File: config.mk
export PLATFORM = sky130hd
export DESIGN_NAME = demodMixer
export DESIGN_NICKNAME = d
export VERILOG_FILES = /design/src/logic/bpmSignalPkg.sv /design/src/logic/demodMixer.sv
export VERILOG_INCLUDE_DIRS = /design/src /design/src/include
export SDC_FILE = /design/constraint.sdc
export NUM_CORES = 2
export LEC_CHECK = 0
export BUFFER_PORTS_ARGS = -buffer_cell sky130_fd_sc_hd__buf_2
export CAP_MARGIN = 20
export CORE_MARGIN = 3
export CORE_UTILIZATION = 61
export CTS_BUF_LIST = sky130_fd_sc_hd__clkbuf_4 sky130_fd_sc_hd__clkbuf_8 sky130_fd_sc_hd__clkbuf_16
export DETAILED_ROUTE_END_ITERATION = 10
export PLACE_DENSITY = 0.86
export REMOVE_ABC_BUFFERS = 1
export SYNTH_ARGS = -nofsm -noshare
export SYNTH_HDL_FRONTEND = slang
export SYNTH_SLANG_ARGS = --single-unit
File: constraint.sdc
create_clock -name clk -period 2.21 [get_ports clk]
set_clock_uncertainty 0.2 [all_clocks]
set_input_delay 0.1105 -clock clk [delete_from_list [all_inputs] [get_ports clk]]
set_output_delay 0.1105 -clock clk [all_outputs]
set_load 0.02 [all_outputs]
File: src/include/loTable.svh
// local oscillator table
// cosine and sine at a quarter of the sample rate, indexed by turn phase
`ifndef LO_TABLE_SVH
`define LO_TABLE_SVH

localparam logic signed [loWidth-1:0] loPeak = loWidth'(loAmplitude);

localparam logic signed [loWidth-1:0] loCosTable [samplesPerTurn] = '{
    loPeak, '0, -loPeak, '0, loPeak, '0, -loPeak, '0
};

localparam logic signed [loWidth-1:0] loSinTable [samplesPerTurn] = '{
    '0, loPeak, '0, -loPeak, '0, loPeak, '0, -loPeak
};

`endif
File: src/logic/bpmSignalPkg.sv
// BPM signal package
// widths, channel count, turn length and data types of the demodulation path

package bpmSignalPkg;

    // ADC and local oscillator
    localparam int nAdc = 4;
    localparam int chanWidth = $clog2(nAdc);
    localparam int adcWidth = 16;
    localparam int loWidth = 18;
    localparam int loAmplitude = (1 << 17) - 1;

    // products, scaled down after the multiply
    localparam int productShift = 17;
    localparam int productWidth = 20;

    // turn structure
    localparam int samplesPerTurn = 8;
    localparam int phaseWidth = 3;

    // sums and magnitudes
    localparam int accWidth = 32;
    localparam int sumWidth = 26;
    localparam int magWidth = 26;
    localparam int shiftWidth = 4;

    typedef logic signed [adcWidth-1:0] adcSampleT;
    typedef adcSampleT [nAdc-1:0] adcVecT;

    typedef logic signed [productWidth-1:0] productT;
    typedef struct packed {
        productT [nAdc-1:0] i;
        productT [nAdc-1:0] q;
    } productVecT;

    typedef logic signed [accWidth-1:0] accT;

    typedef logic signed [sumWidth-1:0] sumT;
    typedef struct packed {
        sumT [nAdc-1:0] i;
        sumT [nAdc-1:0] q;
    } sumVecT;

    typedef logic [magWidth-1:0] magT;
    typedef magT [nAdc-1:0] magVecT;

endpackage

File: src/logic/demodMixer.sv
`timescale 1ns/1ns
// synchronous demodulation mixer
// multiplies every ADC channel by the LO cosine and sine, scaled and registered

module demodMixer
    import bpmSignalPkg::*;
(
    input  logic                  clk,
    input  logic                  rstN,
    input  logic                  adcValid,
    input  adcVecT                adc,
    input  logic [phaseWidth-1:0] phase,
    output logic                  productValid,
    output productVecT            products
);

`include "loTable.svh"

    logic signed [loWidth-1:0]          loCos;
    logic signed [loWidth-1:0]          loSin;
    logic signed [adcWidth+loWidth-1:0] rawI [nAdc];
    logic signed [adcWidth+loWidth-1:0] rawQ [nAdc];

    assign loCos = loCosTable[phase];
    assign loSin = loSinTable[phase];

    // full width products before scaling
    always_comb begin
        for (int ch = 0; ch < nAdc; ch++) begin
            rawI[ch] = adc[ch] * loCos;
            rawQ[ch] = adc[ch] * loSin;
        end
    end

    always_ff @(posedge clk or negedge rstN) begin
        if (!rstN) begin
            productValid <= 1'b0;
        end else begin
            productValid <= adcValid;
        end
    end

    always_ff @(posedge clk) begin
        if (adcValid) begin
            for (int ch = 0; ch < nAdc; ch++) begin
                // drop the LO gain, rounding toward minus infinity
                products.i[ch] <= productT'(rawI[ch] >>> productShift);
                products.q[ch] <= productT'(rawQ[ch] >>> productShift);
            end
        end
    end

endmodule

==> flow_metrics.env <==
export IMPL_cts_buffers_inserted=17
export IMPL_cts_sinks=137
export IMPL_critPathBufInv=10
export IMPL_hpwl_um=133000
export IMPL_antenna_found_initial=10
export IMPL_ys_warn_count=0
export IMPL_critPathKind="input port to flop"
export IMPL_crit_end="products[155]"
export IMPL_critPathTopFamily="adder cells"
export IMPL_fin_cells=8049
export IMPL_drt_iter0_drc=3235
export IMPL_synth_edf_count=136
export IMPL_violations="negative setup slack"
export IMPL_root_buffer="clkbuf_16"
export IMPL_cts_tree="built"
export IMPL_rows=110
export IMPL_relSlewSlack_pct=56.1
export IMPL_placedCellCount=7868
export IMPL_fin_ws_ns=-4.52
export IMPL_netlist_instances=5325
export IMPL_drtPass1Iterations=10
export IMPL_drive_above_1_share_pct=31.2
export IMPL_path_max_fanout=7
export IMPL_timing_final_max_slew_violations=0
export IMPL_cp_startpoint="phase[0]"
export IMPL_die_h_um=309
export IMPL_drt_wirelength_per_cell_um=22.3
export IMPL_die_width_um=309
export IMPL_path_depth=28
export IMPL_ys_flop_type="edfxtp_1"
export IMPL_die_area_um2=95300
export IMPL_synth_distinct_cells=65
export IMPL_clkTransAtPathRegs_ns=0.08
export IMPL_crit_slowest_cell="fa_1"
export IMPL_postSynthAreaPerCell_um2=10.5
export IMPL_synth_area_um2=55900
export IMPL_fill_cells=4631
export IMPL_initial_utilization_pct=61.8
export IMPL_cp_required_ns=2.31
export IMPL_fin_crit_ns=6.73
export IMPL_end_kind="flop"
export IMPL_h_tree_depth=4
export IMPL_pin_count=231
export IMPL_fin_crit_sh_pct=304
export IMPL_synth_yosys_seq_area_share_pct=7.35
export IMPL_fin_nets=8994
export IMPL_vias_per_cell=5.59
export IMPL_grt_ovfl_total=0
export IMPL_worstSetupStartpointType="input port"
export IMPL_core_area_um2=90400
export IMPL_via_count=45000
export IMPL_cpPeakStageDelay_ns=0.68
export IMPL_arrival_ns=6.82
export IMPL_worstHoldPathType="input port to async pin"
export IMPL_grt_usage_pct=35.4
export IMPL_drv_cap=0
export IMPL_worst_pin_slew_ns=0.653
export IMPL_cts_path_max_buffers=2
export IMPL_grt_setup_unrepaired="yes"
export IMPL_drc=0
export IMPL_grt_pass1_vias=51200
export IMPL_finalSetupViolations=136
export IMPL_wl_um=180000
export IMPL_grt_max_degree=51
export IMPL_max_freq_ghz=0.149
export IMPL_place_gp_congestion=1.00
export IMPL_async_flop_share_pct=0.730
export IMPL_antenna_left=0
export IMPL_grt_pass1_wl_um=259000
export IMPL_status="finished with violations"
export IMPL_finalHoldViolCount=0
export IMPL_syn2layout_area_growth_pct=29.2
export IMPL_portBuffers=229
export IMPL_ys_ff_latch=137
## what timing repair did
action | in CTS | in global routing
cloned | 3 | 8
pin swaps | 174 | 187
setup endpoints to repair | 136 | 136
resized for setup | 408 | 358
buffers inserted | 72 | 84
hold buffers | 3 | 0
hold endpoints to repair | 57 | 0
## cell families (layout without fill, tap and decap cells)
family	count (synthesis)	after routing	synth area share (%)
simple gates	645	645	5.87
xor+xnor	246	246	3.85
buf+inv	1868	3412	12.7
compound gates	361	361	4.32
other cells	0	4	0
fa+ha+maj	2068	2068	65.9
flops	137	137	7.35
## layout by cell type (no fill, tap or decap), drive strengths merged, types with 25 or more instances in the layout
| cell type | count |
|---|---|
| inv | 1799 |
| xor2 | 42 |
| buf | 1575 |
| nor2 | 99 |
| xnor2 | 204 |
| nand2 | 188 |
| and2 | 136 |
| a21oi | 95 |
| a21o | 90 |
| and3 | 28 |
| nor3 | 34 |
| nand3 | 25 |
| o21ai | 59 |
| clkbuf | 25 |
| edfxtp | 136 |
| fa | 1462 |
| nor2b | 70 |
| ha | 606 |
## per-layer routing
layer	up-vias	global-route usage [%]	wire [um]
met3	1198	7.20	15500
met1	22500	39.6	58400
met5	-	0	69
li1	18700	-	-
met2	2650	61.6	88500
met4	10	23.3	17100
## registers in the layout, indices dropped and copies added, names as in the netlist
signal        count
productValid      1
products        136
## layout make-up
cell class	count	area (um^2)	area share [%]
clock buffer	17	425	0.589
timing repair buffer	1586	12100	16.8
clock inverter	15	184	0.255
sequential	137	4110	5.69
tap	1176	1470	2.04
multi-input combinational	3320	47100	65.2
antenna	4	10.0	0.0139
inverter	1794	6760	9.36
## worst min-delay path by stage
stage / to / slack (ns) / depth (start not counted)
6_report: productValid / 0.30 / 3
5_1_grt: productValid / 0.28 / 3
4_1_cts: productValid / 0.27 / 3
3_5_place_dp: productValid / -0.28 / 1
3_3_place_gp: productValid / -0.28 / 1
2_1_floorplan: productValid / -0.39 / 0
## synthesized netlist by cell type, drive strengths merged (12+ instances only)
master,number,share of area [%]
nand2,188,1.3
nand3,25,0.22
xnor2,204,3.2
a21oi,95,0.86
o21ai,59,0.53
and2,136,1.5
ha,606,14
buf,25,0.33
o21a,24,0.32
xor2,42,0.66
nor2b,70,0.78
nor2,99,0.66
clkbuf,49,0.33
edfxtp,136,7.3
inv,1794,12
nand4,17,0.19
and3,28,0.31
o21bai,13,0.18
a21o,90,1.2
fa,1462,52
a211oi,12,0.16
nand2b,17,0.19
nor3,34,0.30
## stage by stage
| stage | utilization [%] | setup TNS [ns] | cell area [um^2] | hold slack (ns) | worst slack (ns) |
|---|---|---|---|---|---|
| 4_1_cts | 77.6 | -499.41 | 70200 | 0.265 | -4.11 |
| 3_5_place_dp | 74.5 | -629.10 | 67400 | -0.282 | -5.31 |
| 5_1_grt | 79.9 | -550.87 | 72200 | 0.281 | -4.58 |
| 6_report | 79.9 | -532.48 | 72200 | 0.298 | -4.52 |
| 2_1_floorplan | - | -710.72 | 55500 | -0.385 | -5.92 |
| 3_3_place_gp | 74.5 | -601.34 | 67400 | -0.284 | -4.89 |
Power is not shown: default switching activity piles up to over one toggle a cycle in this logic, so the estimate is an artifact.
